### config.mk
export PLATFORM = sky130hd
export DESIGN_NAME = cache_data_stage
export DESIGN_NICKNAME = d
export VERILOG_FILES = /design/src/cache_pkg.sv /design/src/cache_data_stage.sv /design/src/cache_sp_ram.sv
export SDC_FILE = /design/constraint.sdc
export NUM_CORES = 2
export LEC_CHECK = 0
export BUFFER_PORTS_ARGS = -buffer_cell sky130_fd_sc_hd__buf_2
export CORE_ASPECT_RATIO = 1.1
export CORE_MARGIN = 4
export CORE_UTILIZATION = 40
export DETAILED_ROUTE_END_ITERATION = 7
export SLEW_MARGIN = 20
export SYNTH_ARGS = -nofsm -noshare
export SYNTH_HDL_FRONTEND = slang
export SYNTH_MEMORY_MAX_BITS = 65536
export SYNTH_SLANG_ARGS = --single-unit
### constraint.sdc
create_clock -name clk -period 3.64 [get_ports clk]
set_input_delay 0.182 -clock clk [delete_from_list [all_inputs] [get_ports clk]]
set_output_delay 0.182 -clock clk [all_outputs]
set_load 0.01 [all_outputs]
### src/cache_pkg.sv
// ==========================================================
// Cache bank package
// Geometry, operation codes and the structs that travel
// between the three pipeline stages of the bank
// ==========================================================
package cache_pkg;

    // Geometry
    localparam int num_ways       = 2;
    localparam int num_sets       = 16;
    localparam int words_per_line = 4;
    localparam int word_width     = 32;
    localparam int word_bytes     = 4;
    localparam int addr_width     = 16;

    // Word address split: tag | set | word
    localparam int word_sel_bits  = 2;
    localparam int set_sel_bits   = 4;
    localparam int tag_bits       = addr_width - set_sel_bits - word_sel_bits;
    localparam int way_idx_bits   = 1;
    localparam int line_addr_bits = addr_width - word_sel_bits;

    typedef enum logic [1:0] {
        op_read  = 2'd0,
        op_write = 2'd1,
        op_fill  = 2'd2,
        op_flush = 2'd3
    } cache_op_e;

    typedef logic [words_per_line-1:0][word_width-1:0] line_t;

    typedef struct packed {
        logic                valid;
        logic [tag_bits-1:0] tag;
    } tag_entry_t;

    typedef struct packed {
        cache_op_e                 op;
        logic [addr_width-1:0]     addr;
        logic [word_width-1:0]     wdata;
        logic [word_bytes-1:0]     byteen;
        line_t                     fill_line;
    } cache_req_t;

    typedef struct packed {
        cache_req_t          req;
        logic [num_ways-1:0] hit_mask;
        logic [num_ways-1:0] victim_way;
        logic                hit;
        logic [tag_bits-1:0] victim_tag;
    } tag_result_t;

    typedef struct packed {
        cache_op_e                 op;
        logic [word_sel_bits-1:0]  word_sel;
        logic [num_ways-1:0]       hit_mask;
        logic                      hit;
        line_t [num_ways-1:0]      lines;
        logic                      evict;
        logic [line_addr_bits-1:0] evict_addr;
        logic [way_idx_bits-1:0]   victim_idx;
    } data_result_t;

    typedef struct packed {
        logic [word_width-1:0] data;
        logic                  hit;
    } cache_rsp_t;

    typedef struct packed {
        logic [line_addr_bits-1:0] line_addr;
        line_t                     data;
    } cache_evict_t;

endpackage
### src/cache_data_stage.sv
// ==========================================================
// Data access stage
// Line and dirty stores, fill install, byte merge on write hits
// and victim line readout for eviction
// ==========================================================
`timescale 1ns/1ps

module cache_data_stage (
    input  logic                    clk,
    input  logic                    rst_n,
    input  logic                    s1_valid,
    input  cache_pkg::tag_result_t  s1,
    output logic                    s2_valid,
    output cache_pkg::data_result_t s2
);
    import cache_pkg::*;

    typedef line_t [num_ways-1:0]       way_lines_t;
    typedef logic [num_ways-1:0]        way_bits_t;
    typedef logic [num_ways-1:0][words_per_line-1:0][word_bytes-1:0] line_byteen_t;

    logic [set_sel_bits-1:0]   set_idx;
    logic [word_sel_bits-1:0]  word_sel;
    logic                      is_fill;
    logic                      write_en;
    logic                      fill_en;
    logic                      flush_en;
    logic [way_idx_bits-1:0]   victim_idx;
    line_byteen_t              data_wren;
    way_lines_t                data_wdata;
    way_lines_t                data_rdata;
    way_bits_t                 dirty_wren;
    way_bits_t                 dirty_wdata;
    way_bits_t                 dirty_rdata;
    // Set once a way's dirty bit has been written since reset
    logic [num_sets-1:0][num_ways-1:0] known_q;

    // Request meta held while the RAMs read
    logic                      m_valid;
    cache_op_e                 m_op;
    logic [word_sel_bits-1:0]  m_word_sel;
    logic [num_ways-1:0]       m_hit_mask;
    logic                      m_hit;
    logic [line_addr_bits-1:0] m_evict_addr;
    logic [way_idx_bits-1:0]   m_victim_idx;
    logic [num_ways-1:0]       m_known;
    logic                      line_dirty;

    assign set_idx  = s1.req.addr[word_sel_bits +: set_sel_bits];
    assign word_sel = s1.req.addr[word_sel_bits-1:0];
    assign is_fill  = (s1.req.op == op_fill);
    assign fill_en  = s1_valid && is_fill;
    assign write_en = s1_valid && (s1.req.op == op_write) && s1.hit;
    assign flush_en = s1_valid && (s1.req.op == op_flush) && s1.hit;

    always_comb begin
        victim_idx = '0;
        for (int w = 0; w < num_ways; w++) begin
            if (s1.victim_way[w]) begin
                victim_idx = w[way_idx_bits-1:0];
            end
        end
    end

    always_comb begin
        for (int w = 0; w < num_ways; w++) begin
            data_wdata[w] = is_fill ? s1.req.fill_line : {words_per_line{s1.req.wdata}};
        end
    end

    // Whole line of the victim way on a fill, selected bytes of one word on a write hit
    always_comb begin
        data_wren = '0;
        if (fill_en) begin
            data_wren[victim_idx] = '1;
        end else if (write_en) begin
            data_wren[victim_idx][word_sel] = s1.req.byteen;
        end
    end

    // Write hits set dirty, fills and flush hits clear it
    always_comb begin
        dirty_wren = '0;
        dirty_wren[victim_idx] = fill_en || write_en || flush_en;
    end

    assign dirty_wdata = {num_ways{write_en}};

    cache_sp_ram #(
        .data_t (way_lines_t),
        .lanes  (num_ways * words_per_line * word_bytes),
        .depth  (num_sets)
    ) i_data_store (
        .clk   (clk),
        .rst_n (rst_n),
        .read  (s1_valid),
        .write (fill_en || write_en),
        .wren  (data_wren),
        .addr  (set_idx),
        .wdata (data_wdata),
        .rdata (data_rdata)
    );

    cache_sp_ram #(
        .data_t (way_bits_t),
        .lanes  (num_ways),
        .depth  (num_sets)
    ) i_dirty_store (
        .clk   (clk),
        .rst_n (rst_n),
        .read  (s1_valid),
        .write (|dirty_wren),
        .wren  (dirty_wren),
        .addr  (set_idx),
        .wdata (dirty_wdata),
        .rdata (dirty_rdata)
    );

    always_ff @(posedge clk or negedge rst_n) begin
        if (!rst_n) begin
            m_valid  <= 1'b0;
            s2_valid <= 1'b0;
            known_q  <= '0;
        end else begin
            m_valid  <= s1_valid;
            s2_valid <= m_valid;
            if (|dirty_wren) begin
                known_q[set_idx] <= known_q[set_idx] | dirty_wren;
            end
        end
    end

    // Stale RAM contents never count as dirty
    assign line_dirty = m_known[m_victim_idx] && dirty_rdata[m_victim_idx];

    always_ff @(posedge clk) begin
        m_op          <= s1.req.op;
        m_word_sel    <= word_sel;
        m_hit_mask    <= s1.hit_mask;
        m_hit         <= s1.hit;
        m_evict_addr  <= {s1.victim_tag, set_idx};
        m_victim_idx  <= victim_idx;
        m_known       <= known_q[set_idx];
        s2.op         <= m_op;
        s2.word_sel   <= m_word_sel;
        s2.hit_mask   <= m_hit_mask;
        s2.hit        <= m_hit;
        s2.lines      <= data_rdata;
        s2.evict      <= line_dirty && (m_op == op_fill || (m_op == op_flush && m_hit));
        s2.evict_addr <= m_evict_addr;
        s2.victim_idx <= m_victim_idx;
    end

    wr_one_way_a: assert property (@(posedge clk) disable iff (!rst_n)
        (fill_en || write_en) |-> $onehot(s1.victim_way));

endmodule

### src/cache_sp_ram.sv
// ==========================================================
// Single-port read-first RAM
// Per-lane write enables, rdata registered one cycle after read
// ==========================================================
`timescale 1ns/1ps

module cache_sp_ram #(
    parameter type data_t = logic [31:0],
    parameter int  lanes  = 1,
    parameter int  depth  = 16
) (
    input  logic                                       clk,
    input  logic                                       rst_n,
    input  logic                                       read,
    input  logic                                       write,
    input  logic [lanes-1:0]                           wren,
    input  logic [(depth > 1 ? $clog2(depth) : 1)-1:0] addr,
    input  data_t                                      wdata,
    output data_t                                      rdata
);
    localparam int lane_width = $bits(data_t) / lanes;

    typedef logic [lanes-1:0][lane_width-1:0] lane_vec_t;

    lane_vec_t mem [depth];
    lane_vec_t wvec;

    assign wvec = lane_vec_t'(wdata);

    // Old contents are sampled before the same-edge write lands
    always_ff @(posedge clk) begin
        if (read) begin
            rdata <= data_t'(mem[addr]);
        end
        if (write) begin
            for (int l = 0; l < lanes; l++) begin
                if (wren[l]) begin
                    mem[addr][l] <= wvec[l];
                end
            end
        end
    end

    addr_known_a: assert property (@(posedge clk) disable iff (!rst_n)
        (read || write) |-> !$isunknown(addr));

endmodule

==> metrics.md <==
| Metric | Value |
|---|---|
| Placer congestion estimate | `0.806` |
| Total track usage | `0.205` |
| Clk_lat worst skew | `around 1100 ps` |
| Max transition margin | `0.269` |
| Worst slew pin tran | `around 1100 ps` |
| Nets@finish | `between 8,000 and 9,000` |
| TritonCTS clock tree | `built` |
| Via/cell ratio | `5.51` |
| Ys flop type | `edfxtp_1` |
| Net count after synthesis | `7,671` |
| Final Hold Fails | `0` |
| DRC | `0` |
| Via count | `81,654` |
| Die area | `447,000 sq um` |
| HPWL after DPL | `294 mm` |
| DP Worst Slack | `437 ps` |
| Commonest cells after routing, fill and taps aside | `edfxtp_1 (4,386), mux4_2 (1,294), nor2_1 (548), clkbuf_16 (473), buf_2 (463)` |
| Crit end category | `flop` |
| Initial antenna violation count | `64` |
| Setup TNS | `0 ps` |
| Worst path slowest cell | `nor2_1` |
| Final Slew Violations | `0` |
| Status | `finished, final reports clean` |
| Most common cell after layout, fill and taps aside | `edfxtp_1` |
| 1st-iter DRT viols | `about 9,500` |
| Crit Reg-Reg Startpoint | `i_data_store.mem[7][197]` |
| Cts repair resizes | `0` |
| Cells after Synth | `7,471` |
| Num CTS Buffers | `461` |
| Ys async rst share | `0.00720` |
| Setup violators final | `0` |
| Core area | `435,000 sq um` |
| Setup crit start | `s1[195]` |
| Period utilization | `0.778` |
| First-pass GRT wire length | `648 mm` |
| Crit path arrival time | `about 3500 ps` |
| Cells along the critical path | `dlygate4sd3_1, buf_2, and4b_4, a31oi_2, nor2_1` |
| Setup Crit Path Kind | `in -> reg` |
| Synthesized area | `175,000 sq um` |
| CP Buf/Inv Count | `2` |
| IO buf count | `468` |
| Die H | `701 um` |
| Post-CTS Setup Bufs | `0` |
| Dominant cell type by area after synthesis | `edfxtp_1` |
| Final ANT Viol Nets | `0` |
| Ports | `between 400 and 500` |
| Vias in the first global route | `about 84,000` |
| Distinct cells, synth | `38` |
| Post-Syn Area per Cell | `approximately 23 sq um` |
| Crit path required time | `4250 ps` |
| Min Tclk post-route | `approximately 2800 ps` |
| LEAKAGE | `64.2 nW` |
| VDD IR-drop max | `0.000459 V` |
| Post-synth EDFFs | `4,386` |
| Register area share after synthesis | `0.794` |
| Max cap viols | `0` |
| Routed WL per cell | `31.2 um` |
| Fmax | `approximately 0.35 GHz` |
| Delay-heaviest family, CP | `simple AND/OR/NAND/NOR gates` |
| P per Cell Area | `approximately 570 nW/um^2` |
| Starting Density | `0.401` |
| CP max FO | `30` |
| Synth Warn # | `0` |
| Crit start category | `primary input` |
| Final wirelength | `462 mm` |
| First drt pass iteration count | `5` |
| Clock Skews | `~71 ps` |
| PnR worst setup slack | `807 ps` |
| Grt ovf | `0` |
| CTS max path bufs | `4` |
| RSZ-0062 raised after global routing | `no` |
| Clock Root Buffer | `clkbuf_16` |
| Row cnt | `254` |
| Die X | `between 600 and 700 um` |
| H-tree depth | `5` |
| Layout cells sized above 1 | `0.333` |
| Worst Hold Class | `in -> reg` |
| Crit-path max cell delay | `940 ps` |
| Dominant cells by area after synthesis | `edfxtp_1 (75%), mux4_2 (17%), dfxtp_1 (3.5%)` |
| P&R area growth vs syn | `16.8%` |
| Worst-path clk slew | `70 ps` |
| Number of synthesized register bits | `4,723` |
| Hold_sp | `s1[100]` |
| Top-area cell type share of the netlist area | `0.754` |
| Clock Sinks | `roughly 4,700` |
| Largest net degree at the start of global routing | `132` |
==> through the flow <==
step | std cells | utilization | instance area (sq um) | total power, mW | hold WS (ps)
after global placement | 13745 | 0.428 | 186000 | 68.3 | 284
after detailed placement | 13745 | 0.428 | 186000 | 68.5 | 286
final | 14807 | 0.468 | 204000 | 116 | 61.8
after global routing | 14779 | 0.468 | 204000 | 120 | 52.6
after CTS | 14770 | 0.468 | 204000 | 118 | 1.74
after floorplan | 7471 | - | 175000 | 65.3 | -114
==> cells by family (layout without fill, tap and decap cells) <==
kind of cell,Yosys count,count (layout),synth area share
flops,4723,4723,0.794
simple gates,900,900,0.0207
mux,1314,1314,0.168
other cells,0,37,0
buf+inv,436,1975,0.0136
compound gates,98,98,0.00353
==> routing by layer <==
metal	up-vias	track usage	wire (um)	share of wire
li1	33541	-	-	-
met1	43809	0.270	177000	0.38
met2	3594	0.330	224000	0.48
met3	694	0.0524	42500	0.092
met4	16	0.0726	18500	0.040
met5	-	0	91	0.00020
==> cell usage after synthesis, types with 3 or more instances <==
| library cell | instances |
|---|---|
| mux4_2 | 1294 |
| dfrtp_1 | 34 |
| and4b_1 | 6 |
| nor4bb_1 | 4 |
| dfxtp_1 | 303 |
| nor2b_1 | 5 |
| clkbuf_1 | 223 |
| nand2_1 | 292 |
| edfxtp_1 | 4386 |
| nand3b_1 | 3 |
| and4bb_1 | 3 |
| mux2i_1 | 19 |
| nand4b_1 | 3 |
| nor2_1 | 548 |
| nor3b_1 | 3 |
| a31oi_1 | 94 |
| buf_1 | 30 |
| nor3_1 | 10 |
| and3b_1 | 3 |
| buf_2 | 99 |
| nand3_1 | 4 |
| nand4bb_1 | 3 |
| nor4b_1 | 4 |
| buf_6 | 80 |
==> timing repair <==
item                       in CTS  in global routing
hold endpoints to repair     3213                  0
hold buffers                  154                  0
setup endpoints to repair       0                  0
==> registers in the layout (all words and copies together) (netlist names) <==
name,cells
i_data_store.mem,4096
i_data_store.rdata,256
i_dirty_store.mem,32
i_dirty_store.rdata,2
known_q,32
m_evict_addr,14
m_hit,1
m_hit_mask,2
m_known,2
m_op,2
m_valid,1
m_victim_idx,1
m_word_sel,2
s2,279
s2_valid,1
==> final timing paths <==
| kind | slack [ps] | endpoint | cells past startpoint |
|---|---|---|---|
| worst max-delay path | 810 | i_data_store.mem[11][228] | 5 |
| worst min-delay path | 60 | i_data_store.mem[1][85] | 4 |
| worst max register to register | 1830 | i_data_store.rdata[197] | 2 |
| worst min register to register | 320 | s2[12] | 0 |
| max in group asynchronous | 2890 | known_q[21] | 4 |
| min in group asynchronous | 510 | s2_valid | 4 |
==> worst min-delay path, cell delays in order <==
cell	delay, ps
buf_2	100
nand2_1	210
nand2_1	110
buf_4	260
==> area by class of cell <==
class,instances,area (sq um)
well taps,5760,7210
fillers,35249,231000
inverters,2,7.51
multi-input cells,2312,33900
clock buffers,605,12800
clock inverters,266,3020
flip-flops and latches,4723,139000
repair buffers,1102,8220
diodes,37,92.6
==> where the power goes <==
part | switching (mW) | internal, mW
combinational | 4.06 | 2.36
sequential | 0.411 | 60.6
clock | 20.8 | 28.3
No activity file was read; power rests on OpenSTA's default activity.
