<file path="src/cache_pkg.sv">
// ==========================================================
// Cache bank package
// Geometry, operation codes and the structs that travel
// between the three pipeline stages of the bank
// ==========================================================
package cache_pkg;

    // Geometry
    localparam int num_ways       = 2;
    localparam int num_sets       = 16;
    localparam int words_per_line = 4;
    localparam int word_width     = 32;
    localparam int word_bytes     = 4;
    localparam int addr_width     = 16;

    // Word address split: tag | set | word
    localparam int word_sel_bits  = 2;
    localparam int set_sel_bits   = 4;
    localparam int tag_bits       = addr_width - set_sel_bits - word_sel_bits;
    localparam int way_idx_bits   = 1;
    localparam int line_addr_bits = addr_width - word_sel_bits;

    typedef enum logic [1:0] {
        op_read  = 2'd0,
        op_write = 2'd1,
        op_fill  = 2'd2,
        op_flush = 2'd3
    } cache_op_e;

    typedef logic [words_per_line-1:0][word_width-1:0] line_t;

    typedef struct packed {
        logic                valid;
        logic [tag_bits-1:0] tag;
    } tag_entry_t;

    typedef struct packed {
        cache_op_e                 op;
        logic [addr_width-1:0]     addr;
        logic [word_width-1:0]     wdata;
        logic [word_bytes-1:0]     byteen;
        line_t                     fill_line;
    } cache_req_t;

    typedef struct packed {
        cache_req_t          req;
        logic [num_ways-1:0] hit_mask;
        logic [num_ways-1:0] victim_way;
        logic                hit;
        logic [tag_bits-1:0] victim_tag;
    } tag_result_t;

    typedef struct packed {
        cache_op_e                 op;
        logic [word_sel_bits-1:0]  word_sel;
        logic [num_ways-1:0]       hit_mask;
        logic                      hit;
        line_t [num_ways-1:0]      lines;
        logic                      evict;
        logic [line_addr_bits-1:0] evict_addr;
        logic [way_idx_bits-1:0]   victim_idx;
    } data_result_t;

    typedef struct packed {
        logic [word_width-1:0] data;
        logic                  hit;
    } cache_rsp_t;

    typedef struct packed {
        logic [line_addr_bits-1:0] line_addr;
        line_t                     data;
    } cache_evict_t;

endpackage
</file>
<file path="src/cache_rsp_stage.sv">
// ==========================================================
// Response stage
// Word select from the hit way, response and eviction outputs
// ==========================================================
`timescale 1ns/1ps

module cache_rsp_stage (
    input  logic                    s2_valid,
    input  cache_pkg::data_result_t s2,
    output logic                    rsp_valid,
    output cache_pkg::cache_rsp_t   rsp,
    output logic                    evict_valid,
    output cache_pkg::cache_evict_t evict
);
    import cache_pkg::*;

    logic [words_per_line-1:0][num_ways-1:0][word_width-1:0] transposed;
    logic [way_idx_bits-1:0] hit_idx;

    // Words first, ways last, so the way index can settle in parallel
    always_comb begin
        for (int w = 0; w < num_ways; w++) begin
            for (int i = 0; i < words_per_line; i++) begin
                transposed[i][w] = s2.lines[w][i];
            end
        end
    end

    always_comb begin
        hit_idx = '0;
        for (int w = 0; w < num_ways; w++) begin
            if (s2.hit_mask[w]) begin
                hit_idx = w[way_idx_bits-1:0];
            end
        end
    end

    assign rsp_valid = s2_valid && (s2.op != op_fill);
    assign rsp.hit   = s2.hit;
    // Misses return zero
    assign rsp.data  = s2.hit ? transposed[s2.word_sel][hit_idx] : '0;

    assign evict_valid     = s2_valid && s2.evict;
    assign evict.line_addr = s2.evict_addr;
    assign evict.data      = s2.lines[s2.victim_idx];

endmodule

</file>
<file path="config.mk">
export PLATFORM = sky130hd
export DESIGN_NAME = cache_rsp_stage
export DESIGN_NICKNAME = d
export VERILOG_FILES = /design/src/cache_pkg.sv /design/src/cache_rsp_stage.sv
export SDC_FILE = /design/constraint.sdc
export NUM_CORES = 1
export LEC_CHECK = 0
export ABC_AREA = 1
export BUFFER_PORTS_ARGS = -buffer_cell sky130_fd_sc_hd__buf_2
export CELL_PAD_IN_SITES_DETAIL_PLACEMENT = 1
export CELL_PAD_IN_SITES_GLOBAL_PLACEMENT = 1
export CORE_AREA = 3 3 176 178
export DETAILED_ROUTE_END_ITERATION = 10
export DIE_AREA = 0 0 179 181
export PLACE_DENSITY = 0.78
export SYNTH_ARGS = -nofsm -noshare
export SYNTH_HDL_FRONTEND = slang
export SYNTH_SLANG_ARGS = --single-unit
</file>
<file path="constraint.sdc">
create_clock -name vclk -period 1.4
set_input_delay 0.28 -clock vclk [all_inputs]
set_output_delay 0.28 -clock vclk [all_outputs]
set_load 0.005 [all_outputs]
</file>
==> results of run 1 <==
-- worst max-delay path, stage by stage --
cell and delay (ps):
buf_12 130, buf_4 150, clkbuf_16 150, nand2_2 60
nand3_1 70, nand3_1 80, nand2_1 60, nor2_2 170
buf_2 150
-- layout make-up --
class / count / area, um^2 / share of cell area, %
multi-input combinational: 802 / 3580 / 42.2
timing repair buffer: 515 / 3420 / 40.3
inverter: 260 / 1000 / 11.8
tap: 390 / 488 / 5.75
-- worst min path at each step --
| stage | start | cells past startpoint | endpoint |
|---|---|---|---|
| 6_report | s2[10] | 0 | evict[137] |
| 5_1_grt | s2[10] | 0 | evict[137] |
| 4_1_cts | s2[1] | 0 | evict[128] |
| 3_5_place_dp | s2[1] | 0 | evict[128] |
| 3_3_place_gp | s2[1] | 0 | evict[128] |
| 2_1_floorplan | s2_valid | 2 | evict_valid |
-- power by group --
group          internal (mW)  total (mW)  leakage (nW)  switching, mW
combinational           1.26        2.74          5.56           1.48
sequential                 0           0             0              0
clock                      0           0             0              0
-- stage by stage --
step,area [um^2],power [mW]
final,8490,2.74
after global routing,8490,3.05
after CTS,8090,2.62
after detailed placement,7720,2.44
after global placement,7720,2.37
after floorplan,4880,1.17
-- layout by cell type, fill, tap and decap left out, types with 3 or more instances in the layout --
cell type	count
buf_12	16
buf_16	9
buf_2	425
buf_4	39
buf_6	17
bufbuf_16	3
clkbuf_16	5
inv_1	258
nand2_1	431
nand2_2	17
nand3_1	138
nand3_2	21
nor2_1	49
nor2_2	14
o21ai_0	82
o21ai_1	46
-- cells by family after synthesis --
group | after synthesis | share of synthesized area [%]
buf+inv | 354 | 30.9
simple gates | 673 | 55.8
compound gates | 129 | 13.3
-- timing repair --
| action | in CTS | in global routing |
|---|---|---|
| setup endpoints to repair | 47 | 61 |
| cloned | 7 | 7 |
| setup buffers | 2 | 2 |
| pin swaps | 5 | 26 |
| resized for setup | 51 | 89 |
-- per-layer routing --
metal  part of all wire [%]  wire length, um
met5                      0                0
met4                    3.5             1080
met3                    6.0             1870
met2                     51            16000
met1                     39            12300
==> results.yml, run 1 <==
logic_synthesis:
  avgSynthCellArea_um2: 4.22
  synth_nets: 1436
  synth-seq-area-share_pct: 0
  yosysWarningCount: 0
  synth_top_cell_area_share_pct: 34.5
  synth.most_common_cell: "nand2_1"
  syn_area_um2: 4880
  synth.area.top_cells: "nand2_1 35%, inv_1 20%, nand3_1 16%"
  synth_top_cell_by_area: "nand2_1"
  ys_types: 13
  syn_inst: 1156
  ys_top_cells_by_count: "449 x nand2_1, 258 x inv_1, 160 x nand3_1"
placement:
  dp.cells: 1949
  gp_congestion: 0.953
  port_buffers: 428
  dp_hpwl_um: 24400
  post-place-ws_ps: -233
run:
  maxCapViolations: 0
floorplan:
  io_pins: 457
  die-height_um: 181
  dieArea_um2: 32400
  core_um2: 29600
  die_w_um: 179
  start_util_pct: 16.5
  fp-row-count: 63
grt:
  busiest_layer: "met2"
  grt_pass1_wl_um: 45700
  first_global_vias: 8963
  grt_max_degree: 39
  track_usage_pct: 17.4
  grt_use_met1_pct: 19.2
  antenna_found_initial: 0
  met3_usage_pct: 2.02
  grt_overflow: 0
  grt_use_met2_pct: 33.8
routing:
  via_per_inst: 4.40
  routedWlPerCell_um: 15.9
  via_count: 8660
  drc_errors: 0
  drt_iter0_drc: 203
  dr.pass1.iters: 4
  detail-route-antenna-nets: 0
  wirelength_um: 31300
sta:
  rsz0062_at_grt: "yes"
  slew_viol_final: 0
  final.period_utilization_pct: 113
  setup_viol: 32
  tightest_slew_ps: 329
  max_slew_margin_pct: 77.8
  fin_ws_ps: -178
  whs_ps: 560
  tns_ps: -4250
  hold_violations: 0
  fmax_mhz: 634
  period_minus_slack_ps: 1580
cells_and_area:
  fillerInstances: 4185
  nFlopsAndLatches: 0
  finish.utilization_pct: 28.7
  antenna_cells_inserted: 0
  regArea_um2: 0
  area_growth_pct: 73.8
  nets: 1859
  drive_gt1_share_pct: 36.3
  nClkBuffers: 0
  layout.cells.non_filler: 1967
setup_path:
  cp-start-kind: "input pin"
  cp-end-kind: "primary output"
  path_max_fanout: 6
  cp.arrival_ps: 1300
  crit_required_ps: 1120
  critPathKind: "input pin to primary output"
  cp-startpoint: "s2[275]"
  crit_end: "rsp[10]"
run_status:
  violations: "setup timing"
  outcome: "finished, violations left"
worst_hold_path:
  min_path_type: "input pin to primary output"
power_and_ir_drop:
  p_per_area_nw_per_um2: 323
  peakVddDrop_mv: 0.147
  leakagePower_nw: 5.56
clock_tree:
  cts_hold_buffers: 0
Note: power is estimated with default switching activity, not from simulation.
==> run 2: changes to the inputs <==
PLACE_DENSITY = unset   (was 0.78)
PLACE_DENSITY_LB_ADDON = 0.1   (was unset)
clock period = 1.8 ns   (was 1.4 ns; I/O delays follow)
==> results.yml, run 2 (synthesis gave the netlist of run 1 again) <==
power_and_ir_drop:
  leakagePower_nw: 5.15
  peakVddDrop_mv: 0.0566
  p_per_area_nw_per_um2: 242
worst_hold_path:
  holdPathStages: 0
  min_path_type: "input pin to primary output"
placement:
  dpl_cell_area_um2: 7500
  dp_hpwl_um: 24700
  gp_congestion: 0.820
  port_buffers: 428
grt:
  first_global_vias: 8177
  busiest_layer: "met2"
  grt_max_degree: 54
  grt_overflow: 0
  grt_use_met2_pct: 32.5
  grt_use_met1_pct: 19.3
  track_usage_pct: 16.8
  antenna_found_initial: 10
  met3_usage_pct: 3.38
  grt_pass1_wl_um: 44100
sta:
  slew_viol_final: 0
  max_slew_margin_pct: 75.3
  tightest_slew_ps: 366
  rsz0062_at_grt: "no"
  final.period_utilization_pct: 94.0
  tns_ps: 0
  fmax_mhz: 591
  period_minus_slack_ps: 1690
  hold_violations: 0
  setup_viol: 0
routing:
  drt_iter0_drc: 203
  wirelength_um: 30100
  routedWlPerCell_um: 15.6
  dr.pass1.iters: 4
  detail-route-antenna-nets: 0
  via_per_inst: 4.21
  via_count: 8102
  drc_errors: 0
clock_tree:
  cts_resized: 0
  cts_hold_buffers: 0
  postCtsSetupRepairBufs: 0
cells_and_area:
  drive_gt1_share_pct: 30.9
  nets: 1810
  area_growth_pct: 56.3
  regArea_um2: 0
  fillerInstances: 4235
  nClkBuffers: 0
  final_cell_mix: "449 x nand2_1, 426 x buf_2, 258 x inv_1"
  design_area_um2: 7630
  nFlopsAndLatches: 0
  final_common_cell: "nand2_1"
setup_path:
  critPathBufInv: 4
  cp-end-kind: "primary output"
  path_max_fanout: 16
  slowest_delay_ps: 170
  cpMaxStageDelayCell: "buf_12"
  crit_required_ps: 1440
  cp.arrival_ps: 1330
  critPathTopFamily: "buffers and inverters"
  crit_chain: "buf_8, clkinv_8, buf_12, nand2_1, nand3_1, nand2_1, nor2_1, nor2_1, buf_2"
  critPathKind: "input pin to primary output"
  path_depth: 9
  cp-start-kind: "input pin"
floorplan:
  fp-row-count: 63
  dieArea_um2: 32400
  start_util_pct: 16.5
  io_pins: 457
  die_w_um: 179
  core_um2: 29600
  die-height_um: 181
run:
  maxCapViolations: 0
run_status:
  outcome: "completed"
[run 2: cell count changes in the layout (fill, tap and decap cells not counted), moves of 6 or more]
| cell | change |
|---|---|
| buf_16 | -9 |
| buf_4 | -26 |
| buf_6 | -14 |
| diode_2 | +6 |
| nand2_1 | +18 |
| nand2_2 | -17 |
| nand3_1 | +20 |
| nand3_2 | -19 |
| nor2_1 | +13 |
| nor2_2 | -12 |
| o21ai_0 | +40 |
| o21ai_1 | -40 |
[run 2: stage by stage]
| stage | setup slack (ps) | util (%) | hold WS, ps | total power [mW] | cells |
|---|---|---|---|---|---|
| 2_1_floorplan | 381 | - | 792 | 0.912 | 1156 |
| 3_3_place_gp | 11.5 | 25.4 | 720 | 1.85 | 1915 |
| 3_5_place_dp | 38.5 | 25.4 | 720 | 1.86 | 1915 |
| 4_1_cts | 30.5 | 25.4 | 720 | 1.87 | 1915 |
| 5_1_grt | 2.46 | 25.8 | 720 | 2.12 | 1923 |
| 6_report | 107 | 25.8 | 720 | 1.85 | 1924 |
[run 2: final timing paths]
check | startpoint | to
max | s2[275] | rsp[8]
min | s2[10] | evict[137]
[run 2: metal layers]
metal	vias to the layer above	routed length, um
met5	-	61
met4	10	332
met3	26	2150
met2	254	15500
met1	3652	12100
li1	4160	-
[run 2: power breakdown]
group,switching [mW],internal [mW],total [mW]
Sequential,0,0,0
Clock,0,0.000000446,0.000000446
Combinational,1.03,0.818,1.85
[run 2: cell type report]
class / instances / area [um^2] / area share (%)
diodes: 6 / 15.0 / 0.197
multi-input cells: 802 / 3390 / 44.4
inverters: 260 / 988 / 12.9
repair buffers: 466 / 2750 / 36.1
well taps: 390 / 488 / 6.39
==> run 3: changes to the inputs <==
BUFFER_PORTS_ARGS = -buffer_cell sky130_fd_sc_hd__buf_4   (was -buffer_cell sky130_fd_sc_hd__buf_2)
==> results.yml, run 3 (synthesis gave the netlist of run 1 again) <==
setup_path:
  crit_end: "rsp[10]"
  crit_chain: "buf_12, buf_16, buf_4, nand2_1, nand3_1, nand2_1, nor2_1, nor2_1, buf_4"
  critPathTopFamily: "buffers and inverters"
  critPathKind: "input pin to primary output"
  slowest_delay_ps: 170
  path_depth: 9
  cp-end-kind: "primary output"
  cp.arrival_ps: 1370
  critPathBufInv: 4
  crit_required_ps: 1440
  cp-start-kind: "input pin"
  cp-startpoint: "s2[275]"
  cpMaxStageDelayCell: "buf_16"
  path_max_fanout: 20
power_and_ir_drop:
  p_sw_share_pct: 47.5
  p_comb_share_pct: 100.0
  p_int_mw: 1.18
  clkPwrFrac_pct: 0
  leakagePower_nw: 5.64
  p_switching_mw: 1.07
  p_per_area_nw_per_um2: 251
  pwr-share-seq_pct: 0
  peakVddDrop_mv: 0.0588
sta:
  whs_ps: 720
  fmax_mhz: 579
  final.period_utilization_pct: 96.0
  tightest_slew_ps: 335
  slew_viol_final: 0
  rsz0062_at_grt: "yes"
  fin_ws_ps: 72.8
  period_minus_slack_ps: 1730
  max_slew_margin_pct: 77.5
  setup_viol: 0
  hold_violations: 0
cells_and_area:
  nets: 1834
  regArea_um2: 0
  nFlopsAndLatches: 0
  nClkBuffers: 0
  final_common_cell: "buf_4"
  area_growth_pct: 83.8
  drive_gt1_share_pct: 32.0
  fillerInstances: 4111
  final_cell_mix: "457 x buf_4, 449 x nand2_1, 258 x inv_1"
placement:
  gp_congestion: 0.815
  post-place-ws_ps: 5.61
  dp_hpwl_um: 25300
  port_buffers: 428
grt:
  grt_pass1_wl_um: 45600
  grt_max_degree: 64
  track_usage_pct: 17.5
  first_global_vias: 8151
  grt_overflow: 0
  antenna_found_initial: 1
routing:
  routedWlPerCell_um: 16.1
  via_per_inst: 4.15
  wirelength_um: 31200
  detail-route-antenna-nets: 0
  drt_iter0_drc: 293
  via_count: 8066
  dr.pass1.iters: 4
  drc_errors: 0
floorplan:
  start_util_pct: 16.5
  core_um2: 29600
  dieArea_um2: 32400
  fp-row-count: 63
  io_pins: 457
  die_w_um: 179
  die-height_um: 181
run_status:
  outcome: "completed"
clock_tree:
  cts_hold_buffers: 0
worst_hold_path:
  min_path_type: "input pin to primary output"
run:
  maxCapViolations: 0
## run 3: changes by cell type in the layout (fill, tap and decap cells not counted), sizes merged
| cell | change |
|---|---|
| buf | +20 |
| diode | -5 |
| clkbuf | +4 |
| clkinv | -1 |
| inv | +1 |
## run 3: layout make-up
type | instances | area, um^2 | area share (%)
well taps | 390 | 488 | 5.44
inverters | 260 | 993 | 11.1
multi-input cells | 802 | 3380 | 37.7
repair buffers | 490 | 4110 | 45.7
diodes | 1 | 2.50 | 0.0279
## run 3: per-stage QoR
step | instance area [um^2] | power [mW] | util, % | std cells | TNS, ps
after CTS | 8690 | 2.23 | 29.4 | 1931 | 0
after detailed placement | 8690 | 2.22 | 29.4 | 1931 | 0
after global placement | 8690 | 2.21 | 29.4 | 1931 | 0
final | 8970 | 2.25 | 30.4 | 1943 | 0
after global routing | 8970 | 2.54 | 30.4 | 1943 | -28.8
after floorplan | 4880 | 0.912 | - | 1156 | 0
## run 3: metal layers
layer,vias up,share of wire (%),global-route usage (%)
li1,4211,-,-
met1,3599,40,20.6
met2,246,51,33.4
met3,10,7.7,3.70
met4,0,0.75,1.06
met5,-,0,0
## run 3: worst min-delay path by stage
| stage | startpoint | endpoint | cells after the start |
|---|---|---|---|
| 6_report | s2[10] | evict[137] | 0 |
| 5_1_grt | s2[10] | evict[137] | 0 |
| 4_1_cts | s2[1] | evict[128] | 0 |
| 3_5_place_dp | s2[1] | evict[128] | 0 |
| 3_3_place_gp | s2[1] | evict[128] | 0 |
| 2_1_floorplan | s2_valid | evict_valid | 2 |
## run 3: what timing repair did
action | in CTS | in global routing
endpoints found under the setup margin | 0 | 31
gates resized for setup | 0 | 20
setup buffers | 0 | 4
hold endpoints to repair | 0 | 0
## run 3: power by group through the flow
| stage | sequential [mW] | clock [mW] | combinational (mW) |
|---|---|---|---|
| after floorplan | 0 | 0 | 0.912 |
| after global placement | 0 | 0 | 2.21 |
| after detailed placement | 0 | 0 | 2.22 |
| after CTS | 0 | 0 | 2.23 |
| after global routing | 0 | 0.0000000743 | 2.54 |
| final | 0 | 0.0000000743 | 2.25 |
