File: src/cache_pkg.sv
// ==========================================================
// Cache bank package
// Geometry, operation codes and the structs that travel
// between the three pipeline stages of the bank
// ==========================================================
package cache_pkg;

    // Geometry
    localparam int num_ways       = 2;
    localparam int num_sets       = 16;
    localparam int words_per_line = 4;
    localparam int word_width     = 32;
    localparam int word_bytes     = 4;
    localparam int addr_width     = 16;

    // Word address split: tag | set | word
    localparam int word_sel_bits  = 2;
    localparam int set_sel_bits   = 4;
    localparam int tag_bits       = addr_width - set_sel_bits - word_sel_bits;
    localparam int way_idx_bits   = 1;
    localparam int line_addr_bits = addr_width - word_sel_bits;

    typedef enum logic [1:0] {
        op_read  = 2'd0,
        op_write = 2'd1,
        op_fill  = 2'd2,
        op_flush = 2'd3
    } cache_op_e;

    typedef logic [words_per_line-1:0][word_width-1:0] line_t;

    typedef struct packed {
        logic                valid;
        logic [tag_bits-1:0] tag;
    } tag_entry_t;

    typedef struct packed {
        cache_op_e                 op;
        logic [addr_width-1:0]     addr;
        logic [word_width-1:0]     wdata;
        logic [word_bytes-1:0]     byteen;
        line_t                     fill_line;
    } cache_req_t;

    typedef struct packed {
        cache_req_t          req;
        logic [num_ways-1:0] hit_mask;
        logic [num_ways-1:0] victim_way;
        logic                hit;
        logic [tag_bits-1:0] victim_tag;
    } tag_result_t;

    typedef struct packed {
        cache_op_e                 op;
        logic [word_sel_bits-1:0]  word_sel;
        logic [num_ways-1:0]       hit_mask;
        logic                      hit;
        line_t [num_ways-1:0]      lines;
        logic                      evict;
        logic [line_addr_bits-1:0] evict_addr;
        logic [way_idx_bits-1:0]   victim_idx;
    } data_result_t;

    typedef struct packed {
        logic [word_width-1:0] data;
        logic                  hit;
    } cache_rsp_t;

    typedef struct packed {
        logic [line_addr_bits-1:0] line_addr;
        line_t                     data;
    } cache_evict_t;

endpackage
File: src/cache_tag_stage.sv
// ==========================================================
// Tag lookup stage
// Tag compare, hit mask, round-robin fill way and tag update
// ==========================================================
`timescale 1ns/1ps

module cache_tag_stage (
    input  logic                   clk,
    input  logic                   rst_n,
    input  logic                   req_valid,
    input  cache_pkg::cache_req_t  req,
    output logic                   s1_valid,
    output cache_pkg::tag_result_t s1
);
    import cache_pkg::*;

    // The whole tag array sits in one RAM word, so a lookup and a fill
    // update of another set can share the single port in the same cycle
    typedef tag_entry_t [num_sets-1:0][num_ways-1:0] tag_array_t;

    tag_array_t                            tag_rdata;
    tag_array_t                            tag_wdata;
    logic [num_sets-1:0][num_ways-1:0]     tag_wren;
    logic [num_sets-1:0][num_ways-1:0]     valid_q;
    logic [num_sets-1:0][way_idx_bits-1:0] rr_q;

    logic                      p0_valid;
    cache_req_t                p0_req;
    logic [set_sel_bits-1:0]   p0_set;
    logic [tag_bits-1:0]       p0_tag;
    logic                      wr_valid_q;
    logic [set_sel_bits-1:0]   wr_set_q;
    logic [way_idx_bits-1:0]   wr_way_q;
    tag_entry_t                wr_entry_q;
    tag_entry_t                new_entry;
    tag_entry_t [num_ways-1:0] entries;
    logic [num_ways-1:0]       hit_mask;
    logic                      hit;
    logic [way_idx_bits-1:0]   hit_idx;
    logic [way_idx_bits-1:0]   fill_idx;
    logic [way_idx_bits-1:0]   vict_idx;
    logic                      is_fill;
    logic                      tag_write;

    assign p0_set    = p0_req.addr[word_sel_bits +: set_sel_bits];
    assign p0_tag    = p0_req.addr[addr_width-1 -: tag_bits];
    assign new_entry = '{valid: 1'b1, tag: p0_tag};
    assign is_fill   = (p0_req.op == op_fill);
    assign tag_write = p0_valid && is_fill;

    // Patch in last cycle's write, which the read-first RAM missed
    always_comb begin
        entries = tag_rdata[p0_set];
        if (wr_valid_q && wr_set_q == p0_set) begin
            entries[wr_way_q] = wr_entry_q;
        end
    end

    always_comb begin
        hit_idx = '0;
        for (int w = 0; w < num_ways; w++) begin
            hit_mask[w] = valid_q[p0_set][w] && entries[w].valid && (entries[w].tag == p0_tag);
            if (hit_mask[w]) begin
                hit_idx = w[way_idx_bits-1:0];
            end
        end
    end

    assign hit      = |hit_mask;
    assign fill_idx = hit ? hit_idx : rr_q[p0_set];
    assign vict_idx = is_fill ? fill_idx : hit_idx;

    always_comb begin
        tag_wren = '0;
        tag_wren[p0_set][fill_idx] = tag_write;
        tag_wdata = {(num_sets * num_ways){new_entry}};
    end

    cache_sp_ram #(
        .data_t (tag_array_t),
        .lanes  (num_sets * num_ways),
        .depth  (1)
    ) i_tag_store (
        .clk   (clk),
        .rst_n (rst_n),
        .read  (req_valid),
        .write (tag_write),
        .wren  (tag_wren),
        .addr  (1'b0),
        .wdata (tag_wdata),
        .rdata (tag_rdata)
    );

    always_ff @(posedge clk or negedge rst_n) begin
        if (!rst_n) begin
            p0_valid   <= 1'b0;
            s1_valid   <= 1'b0;
            wr_valid_q <= 1'b0;
            valid_q    <= '0;
            rr_q       <= '0;
        end else begin
            p0_valid   <= req_valid;
            s1_valid   <= p0_valid;
            wr_valid_q <= tag_write;
            if (tag_write) begin
                valid_q[p0_set][fill_idx] <= 1'b1;
                // A fill that hits keeps the pointer where it is
                if (!hit) begin
                    rr_q[p0_set] <= rr_q[p0_set] + 1'b1;
                end
            end
        end
    end

    always_ff @(posedge clk) begin
        p0_req        <= req;
        wr_set_q      <= p0_set;
        wr_way_q      <= fill_idx;
        wr_entry_q    <= new_entry;
        s1.req        <= p0_req;
        s1.hit_mask   <= hit_mask;
        s1.hit        <= hit;
        s1.victim_way <= is_fill ? num_ways'(1) << fill_idx : hit_mask;
        s1.victim_tag <= entries[vict_idx].tag;
    end

    hit_onehot_a: assert property (@(posedge clk) disable iff (!rst_n)
        p0_valid |-> $onehot0(hit_mask));

endmodule

File: src/cache_sp_ram.sv
// ==========================================================
// Single-port read-first RAM
// Per-lane write enables, rdata registered one cycle after read
// ==========================================================
`timescale 1ns/1ps

module cache_sp_ram #(
    parameter type data_t = logic [31:0],
    parameter int  lanes  = 1,
    parameter int  depth  = 16
) (
    input  logic                                       clk,
    input  logic                                       rst_n,
    input  logic                                       read,
    input  logic                                       write,
    input  logic [lanes-1:0]                           wren,
    input  logic [(depth > 1 ? $clog2(depth) : 1)-1:0] addr,
    input  data_t                                      wdata,
    output data_t                                      rdata
);
    localparam int lane_width = $bits(data_t) / lanes;

    typedef logic [lanes-1:0][lane_width-1:0] lane_vec_t;

    lane_vec_t mem [depth];
    lane_vec_t wvec;

    assign wvec = lane_vec_t'(wdata);

    // Old contents are sampled before the same-edge write lands
    always_ff @(posedge clk) begin
        if (read) begin
            rdata <= data_t'(mem[addr]);
        end
        if (write) begin
            for (int l = 0; l < lanes; l++) begin
                if (wren[l]) begin
                    mem[addr][l] <= wvec[l];
                end
            end
        end
    end

    addr_known_a: assert property (@(posedge clk) disable iff (!rst_n)
        (read || write) |-> !$isunknown(addr));

endmodule

File: config.mk
export PLATFORM = sky130hd
export DESIGN_NAME = cache_tag_stage
export DESIGN_NICKNAME = d
export VERILOG_FILES = /design/src/cache_pkg.sv /design/src/cache_tag_stage.sv /design/src/cache_sp_ram.sv
export SDC_FILE = /design/constraint.sdc
export NUM_CORES = 1
export LEC_CHECK = 0
export ABC_CLOCK_PERIOD_IN_PS = 7700
export BUFFER_PORTS_ARGS = -buffer_cell sky130_fd_sc_hd__buf_4
export CORE_MARGIN = 2
export CORE_UTILIZATION = 50
export DETAILED_ROUTE_END_ITERATION = 10
export PLACE_DENSITY = 0.7
export SLEW_MARGIN = 20
export SYNTH_ARGS = -nofsm -noshare
export SYNTH_HDL_FRONTEND = slang
export SYNTH_SLANG_ARGS = --single-unit
File: constraint.sdc
create_clock -name clk -period 7.7 [get_ports clk]
set_input_delay 0.385 -clock clk [delete_from_list [all_inputs] [get_ports clk]]
set_output_delay 0.385 -clock clk [all_outputs]
set_load 0.005 [all_outputs]
==> results of run 1 <==
critical path: cells and delay by family (launching register included):
kind	cells	cell delay (ns)
buffers and inverters	4	1.54
DFF	1	0.63
AOI/OAI and AO/OA	3	0.86
and+or+nand+nor	6	2.00
per-stage QoR:
stage	worst slack (ns)	utilization	instances	hold slack [ns]	cell area, µm²
floorplan	3.90	-	2034	0.0894	34800
global placement	2.56	0.561	3280	0.309	38500
detailed placement	2.41	0.561	3280	0.312	38500
CTS	2.39	0.636	3650	0.311	43700
global route	2.04	0.636	3654	0.323	43700
finish	2.29	0.636	3654	0.252	43700
layout by cell type, fill, tap and decap left out, types with 6 or more instances in the layout:
cell	synthesis	final
xor2_1	6	6
nand2_1	63	63
o22ai_1	10	10
a22oi_1	16	16
dlygate4sd3_1	0	183
inv_1	15	17
xnor2_1	17	17
nor3_1	19	19
o32ai_1	7	7
or2_1	14	14
nand2_4	6	6
nand3_1	9	9
mux2_2	45	45
clkinv_2	0	15
dfrtp_1	51	51
o21ai_0	13	13
mux2i_1	57	57
buf_4	14	418
clkbuf_8	0	16
clkbuf_1	39	20
clkbuf_16	0	104
nand2b_1	11	11
edfxtp_1	640	640
or2_2	17	17
nor2_1	373	371
dfxtp_1	380	377
nor2b_1	12	12
mux4_2	76	76
synth_stat cells, types with 11 or more instances:
library cell / count / area share
a22oi_1: 16 / 0.0035
o21ai_0: 13 / 0.0019
or2_2: 17 / 0.0031
nand2_1: 63 / 0.0068
xnor2_1: 17 / 0.0043
buf_2: 32 / 0.0046
buf_4: 14 / 0.0030
clkbuf_1: 39 / 0.0042
inv_1: 15 / 0.0016
mux4_2: 76 / 0.049
buf_6: 16 / 0.0052
dfrtp_1: 51 / 0.037
nor3_1: 19 / 0.0027
mux2_2: 45 / 0.015
or2_1: 14 / 0.0025
mux2i_1: 57 / 0.016
nand2b_1: 11 / 0.0020
nor2b_1: 12 / 0.0022
edfxtp_1: 640 / 0.55
nor2_1: 373 / 0.040
dfxtp_1: 380 / 0.22
routing by layer:
layer	GRT usage	share of wire
met1	0.317	0.38
met2	0.433	0.50
met3	0.0521	0.083
met4	0.108	0.041
met5	0	0.00014
kinds of logic after synthesis:
| logic type | Yosys count | synth area share |
|---|---|---|
| AO/OA/AOI/OAI | 92 | 0.0196 |
| XOR/XNOR | 23 | 0.00579 |
| buffers and inverters | 125 | 0.0197 |
| flip-flops | 1071 | 0.808 |
| multiplexers | 178 | 0.0802 |
| AND/OR/NAND/NOR | 545 | 0.0669 |
report_power, final:
group	internal, W	switching (W)	leakage (nW)
registers	0.00624	0.000109	9.89
logic	0.000350	0.000415	5.12
clock network	0.00280	0.00212	1.65
path summary, 6_finish.rpt:
kind	from	to	slack, ns	cells past startpoint
setup / recovery	p0_req[169]$_DFF_P_	i_tag_store.mem[0][66]$_DFFE_PP_	2.29	13
hold / removal	req_valid	i_tag_store.rdata[339]$_DFFE_PP_	0.25	1
setup reg to reg	p0_req[169]$_DFF_P_	i_tag_store.mem[0][66]$_DFFE_PP_	2.29	13
hold reg to reg	p0_req[144]$_DFF_P_	s1[159]$_DFF_P_	0.33	0
max in group asynchronous	rst_n	valid_q[11]$_DFFE_PN0P_	6.74	2
min in group asynchronous	rst_n	p0_valid$_DFF_PN0_	0.38	2
repair_timing:
action	in CTS	in global routing
setup buffers	0	0
setup endpoints to repair	0	0
hold buffers	183	0
endpoints found under the hold margin	233	0
gates resized for setup	0	0
final cells by class:
| class | instances | share of cell area |
|---|---|---|
| Inverter | 20 | 0.00177 |
| Clock inverter | 43 | 0.00939 |
| Tap cell | 931 | 0.0267 |
| Timing Repair Buffer | 603 | 0.115 |
| Multi-Input combinational cell | 838 | 0.137 |
| Clock buffer | 144 | 0.0668 |
| Antenna cell | 4 | 0.000229 |
| Sequential cell | 1071 | 0.643 |
state kept, by name, summed over array words and instances (netlist names):
signal,cells
p0_req,172
i_tag_store.rdata,320
p0_valid,1
wr_set_q,3
wr_way_q,1
rr_q,16
s1_valid,1
wr_valid_q,1
s1,194
valid_q,32
new_entry,10
i_tag_store.mem,320
==> qor.yml, run 1 <==
pwr:
  leakage_nw: 16.7
  power_density_nw_per_um2: 275
  ir_drop_mv: 0.247
  power_w: 0.0120
sta:
  rsz0062_at_grt: "false"
  finalCriticalPeriod_ns: 5.41
  tightestPinTransition_ns: 1.11
  timing.setup.tns_ns: 0
  final_hold_viol_count: 0
  slew_violations: 0
  slew_headroom: 0.263
  setup_violations: 0
  timing.fmax_mhz: 185
  period_share: 0.703
  fin_skew_ns: 0.0227
clock_tree:
  cts_tree: "yes"
  htree_levels: 3
  worstSkewPairLatency_ns: 0.65
  clk_path_buf_depth: 3
  numCtsBuffers: 100
  cts.sinks: 1071
  cts-root-buf: "clkbuf_16"
  clk_pin_slew_worst_paths_ns: 0.06
placed_design:
  hpwl_um: 58100
  io_buffers: 382
  routabilityCongestion: 0.953
floorplan:
  top_level_ports: 383
  die_x_um: 268
  start_util: 0.506
  die_y_um: 268
  rows: 96
  core_um2: 68700
  die_area_um2: 71700
setup_path:
  cp.required_ns: 8.01
  worstPathArrival_ns: 5.72
  end_kind: "flip-flop"
  path_common_cell: "buf_4"
  cpMaxStageDelayCell: "dfxtp_2"
  path_class: "reg2reg"
  cp_cell_sequence: "buf_4 > buf_4 > and2_1 > a22oi_1 > and4_1 > or4b_1 > or4_1 > o31a_1 > nor2_4 > o21a_4 > inv_4 > or2_1 > inv_1"
  critPathMaxStageDelay_ns: 0.63
  critPathMaxFanout: 31
  start_kind: "flip-flop"
synthesis:
  synth-seq-area-share: 0.808
  postSynthCellCount: 2034
  syn_area_per_cell_um2: 17.1
  synth_edf_count: 640
  synth-seq-cells: 1071
  yosysWarnings: 0
  synth.distinct_cells: 62
  synth_area_um2: 34800
  synth_top_flop_cell: "edfxtp_1"
  synth_nets: 2219
  postSynth.asyncResetShare: 0.0476
detailed_routing:
  vias: 19477
  drt_iter0_markers: 1942
  wl_um: 91000
  ant_nets: 0
  viasPerCell: 5.33
  post-route-drc-count: 0
  avgRoutedWirePerCell_um: 24.9
  drtPass1Iterations: 6
final_layout:
  syn_to_final_growth_pct: 25.6
  fillers: 4723
  layout-drive-gt1-share: 0.273
  register_area_um2: 28100
  fin_nets: 2819
  multiInputGateArea_um2: 6010
global_route:
  grt_overflow: 0
  globalRouteTotalUtil: 0.254
  antenna_found_initial: 7
  grt_pass1_vias: 20212
  grt_start_max_net_pins: 126
  grt_pass1_wl_um: 131000
run:
  cap_violations: 0
run_status:
  status: "finished clean"
min_path:
  holdCritPathClass: "in2reg"
(Power assumes the default switching activity.)
==> inputs of run 2 (changes only) <==
- ABC_AREA: default -> 1
- ABC_CLOCK_PERIOD_IN_PS: 7700 -> 4420
- PLACE_DENSITY: 0.7 -> 0.72
- clock period: 7.7 -> 4.42 ns (I/O delays scaled with it)
==> qor.yml, run 2 <==
run_status:
  status: "finished clean"
min_path:
  hold_start: "req_valid"
  hold_end: "i_tag_store.rdata[11]$_DFFE_PP_"
  holdCritPathClass: "in2reg"
  hold-path-cell-count: 1
synthesis:
  synth_common_cells: "nand2_1, edfxtp_1, dfxtp_1"
  synth_area_um2: 35000
  synth.distinct_cells: 33
  syn_area_per_cell_um2: 12.9
  synth-seq-cells: 1071
  synth.most_common_cell: "nand2_1"
  synth_top_area_cell: "edfxtp_1"
  postSynthCellCount: 2722
  synth-seq-area-share: 0.803
  postSynth.asyncResetShare: 0.0476
  synth_top_flop_cell: "edfxtp_1"
  synth_edf_count: 640
  yosysWarnings: 0
  yosysTopAreaCellShare: 0.549
  synth.area.top_cells: "edfxtp_1, dfxtp_1, nand2_1"
  synth_nets: 2907
floorplan:
  start_util: 0.508
  rows: 96
  core_um2: 68900
  top_level_ports: 383
  die_y_um: 269
  die_area_um2: 72100
  die_x_um: 269
clock_tree:
  clk_path_buf_depth: 3
  cts_tree: "yes"
  clk_pin_slew_worst_paths_ns: 0.06
  htree_levels: 3
  cts.sinks: 1071
  cts-root-buf: "clkbuf_16"
  worstSkewPairLatency_ns: 0.67
  numCtsBuffers: 103
sta:
  slew_headroom: 0.382
  tightestPinTransition_ns: 0.921
  rsz0062_at_grt: "false"
  timing.setup.tns_ns: 0
  final_hold_viol_count: 0
  fin_skew_ns: 0.0294
  slew_violations: 0
  timing.fmax_mhz: 245
  setup_violations: 0
  finalCriticalPeriod_ns: 4.09
  period_share: 0.924
setup_path:
  r2r_setup_slack_ns: 0.33
  path_common_cell: "nand2_1"
  cp_top_family: "simple AND/OR/NAND/NOR gates"
  worstPathArrival_ns: 4.60
  rr_startpoint: "p0_req[167]$_DFF_P_"
  worst_r2r_endpoint: "i_tag_store.mem[0][3]$_DFFE_PP_"
  cpMaxStageDelayCell: "dfxtp_1"
  critPathMaxFanout: 20
  cp.required_ns: 4.93
  path_class: "reg2reg"
  critPathMaxStageDelay_ns: 0.53
  end_kind: "flip-flop"
  start_kind: "flip-flop"
  ff2ff_path_depth: 22
  cp_cell_sequence: "inv_2 > nor2_4 > buf_4 > nand2_1 > nand4_1 > nand2_1 > nand2_1 > nor2_1 > nand2_1 > nand3_1 > nand2_1 > nand2_1 > nor2_1 > nand3_2 > buf_4 > nand3_1 > nand2_1 > nor2_1 > nand2_2 > nor2_4 > nand2_1 > nor2_1"
  critical_path_buf_inv_count: 3
detailed_routing:
  post-route-drc-count: 0
  drtPass1Iterations: 6
  vias: 22983
  drt_iter0_markers: 2420
  viasPerCell: 5.24
  wl_um: 99100
  ant_nets: 0
  avgRoutedWirePerCell_um: 22.6
final_layout:
  final_cell_mix: "nand2_1, edfxtp_1, buf_4"
  syn_to_final_growth_pct: 27.9
  fin_nets: 3540
  stdcell_area_um2: 44800
  final_common_cell: "nand2_1"
  layout-drive-gt1-share: 0.198
  utilization: 0.649
  fillers: 4937
  reg_top3: "i_tag_store.mem: 320 flops, i_tag_store.rdata: 320 flops, s1: 194 flops"
global_route:
  globalRouteTotalUtil: 0.275
  grt_start_max_net_pins: 108
  grt_overflow: 0
  antenna_found_initial: 11
  grt_pass1_wl_um: 145000
  grt_pass1_vias: 23375
placed_design:
  io_buffers: 382
  place_area_um2: 39200
  hpwl_um: 65100
  routabilityCongestion: 0.970
run:
  cap_violations: 0
pwr:
  leakage_nw: 18.4
  ir_drop_mv: 0.422
  power_density_nw_per_um2: 482
==> run 2: changes by cell type in the layout (fill, tap and decap cells not counted), moves of 23 or more <==
cell,previous run,this run
nand2_1,63,744
inv_1,17,130
mux4_2,76,0
mux2i_1,57,0
nand3_1,9,59
nand4_1,4,51
mux2_2,45,0
buf_4,418,461
o21ai_0,13,36
==> run 2: cell type report <==
| type | instances | area (µm²) | share of cell area |
|---|---|---|---|
| Antenna cell | 7 | 17.5 | 0.000391 |
| Clock buffer | 139 | 2890 | 0.0645 |
| Clock inverter | 55 | 748 | 0.0167 |
| Inverter | 141 | 536 | 0.0120 |
| Multi-Input combinational cell | 1388 | 5900 | 0.132 |
| Sequential cell | 1071 | 28100 | 0.628 |
| Tap cell | 931 | 1160 | 0.0260 |
| Timing Repair Buffer | 650 | 5410 | 0.121 |
==> run 2: worst max path at each step <==
stage,depth (start not counted),from,end
CTS,22,p0_req[168]$_DFF_P_,i_tag_store.mem[0][0]$_DFFE_PP_
global route,22,p0_req[167]$_DFF_P_,i_tag_store.mem[0][3]$_DFFE_PP_
global placement,22,p0_req[168]$_DFF_P_,i_tag_store.mem[0][80]$_DFFE_PP_
detailed placement,22,p0_req[168]$_DFF_P_,i_tag_store.mem[0][0]$_DFFE_PP_
floorplan,17,p0_req[167]$_DFF_P_,i_tag_store.mem[0][23]$_DFFE_PP_
finish,22,p0_req[167]$_DFF_P_,i_tag_store.mem[0][3]$_DFFE_PP_
==> run 2: per-layer routing <==
metal	global-route usage	vias to the layer above	routed length, µm
met5	0	-	34
met4	0.115	6	4580
met3	0.0557	234	9140
met2	0.466	1311	48900
met1	0.345	11117	36500
li1	-	10315	-
==> run 2: kinds of logic (layout without fill, tap and decap cells) <==
| family | after synthesis | after routing | share of synthesized area |
|---|---|---|---|
| AOI/OAI and AO/OA | 100 | 100 | 0.0179 |
| xor gates and xnor gates | 1 | 1 | 0.000250 |
| buffers and inverters | 263 | 985 | 0.0303 |
| DFF | 1071 | 1071 | 0.803 |
| other | 0 | 7 | 0 |
| and+or+nand+nor | 1287 | 1287 | 0.148 |
==> run 2: metrics by stage <==
step / setup WS [ns] / hold slack [ns] / power, W / std cells
final: 0.334 / 0.0318 / 0.0216 / 4382
after global routing: 0.0753 / 0.0409 / 0.0222 / 4379
after CTS: 0.0492 / 0.0111 / 0.0216 / 4375
after detailed placement: 0.0883 / 0.312 / 0.0124 / 3998
after global placement: 0.123 / 0.304 / 0.0123 / 3998
after floorplan: 1.15 / -0.0746 / 0.0116 / 2722
==> run 2: worst register-to-register path, delay by kind of cell, from the launching register on <==
kind | cells | cell delay [ns]
AND/OR/NAND/NOR | 19 | 2.67
buffers and inverters | 3 | 0.72
flip-flops | 1 | 0.53
==> run 2: report_power, final <==
| part | switching [W] | internal (W) | total (W) |
|---|---|---|---|
| Clock | 0.00381 | 0.00545 | 0.00925 |
| Combinational | 0.000781 | 0.000538 | 0.00132 |
| Sequential | 0.000140 | 0.0109 | 0.0110 |
==> run 2: what timing repair did <==
action,in CTS,in global routing
setup buffers,0,0
hold endpoints to repair,233,0
endpoints found under the setup margin,0,105
hold buffers,183,0
resized for setup,0,16
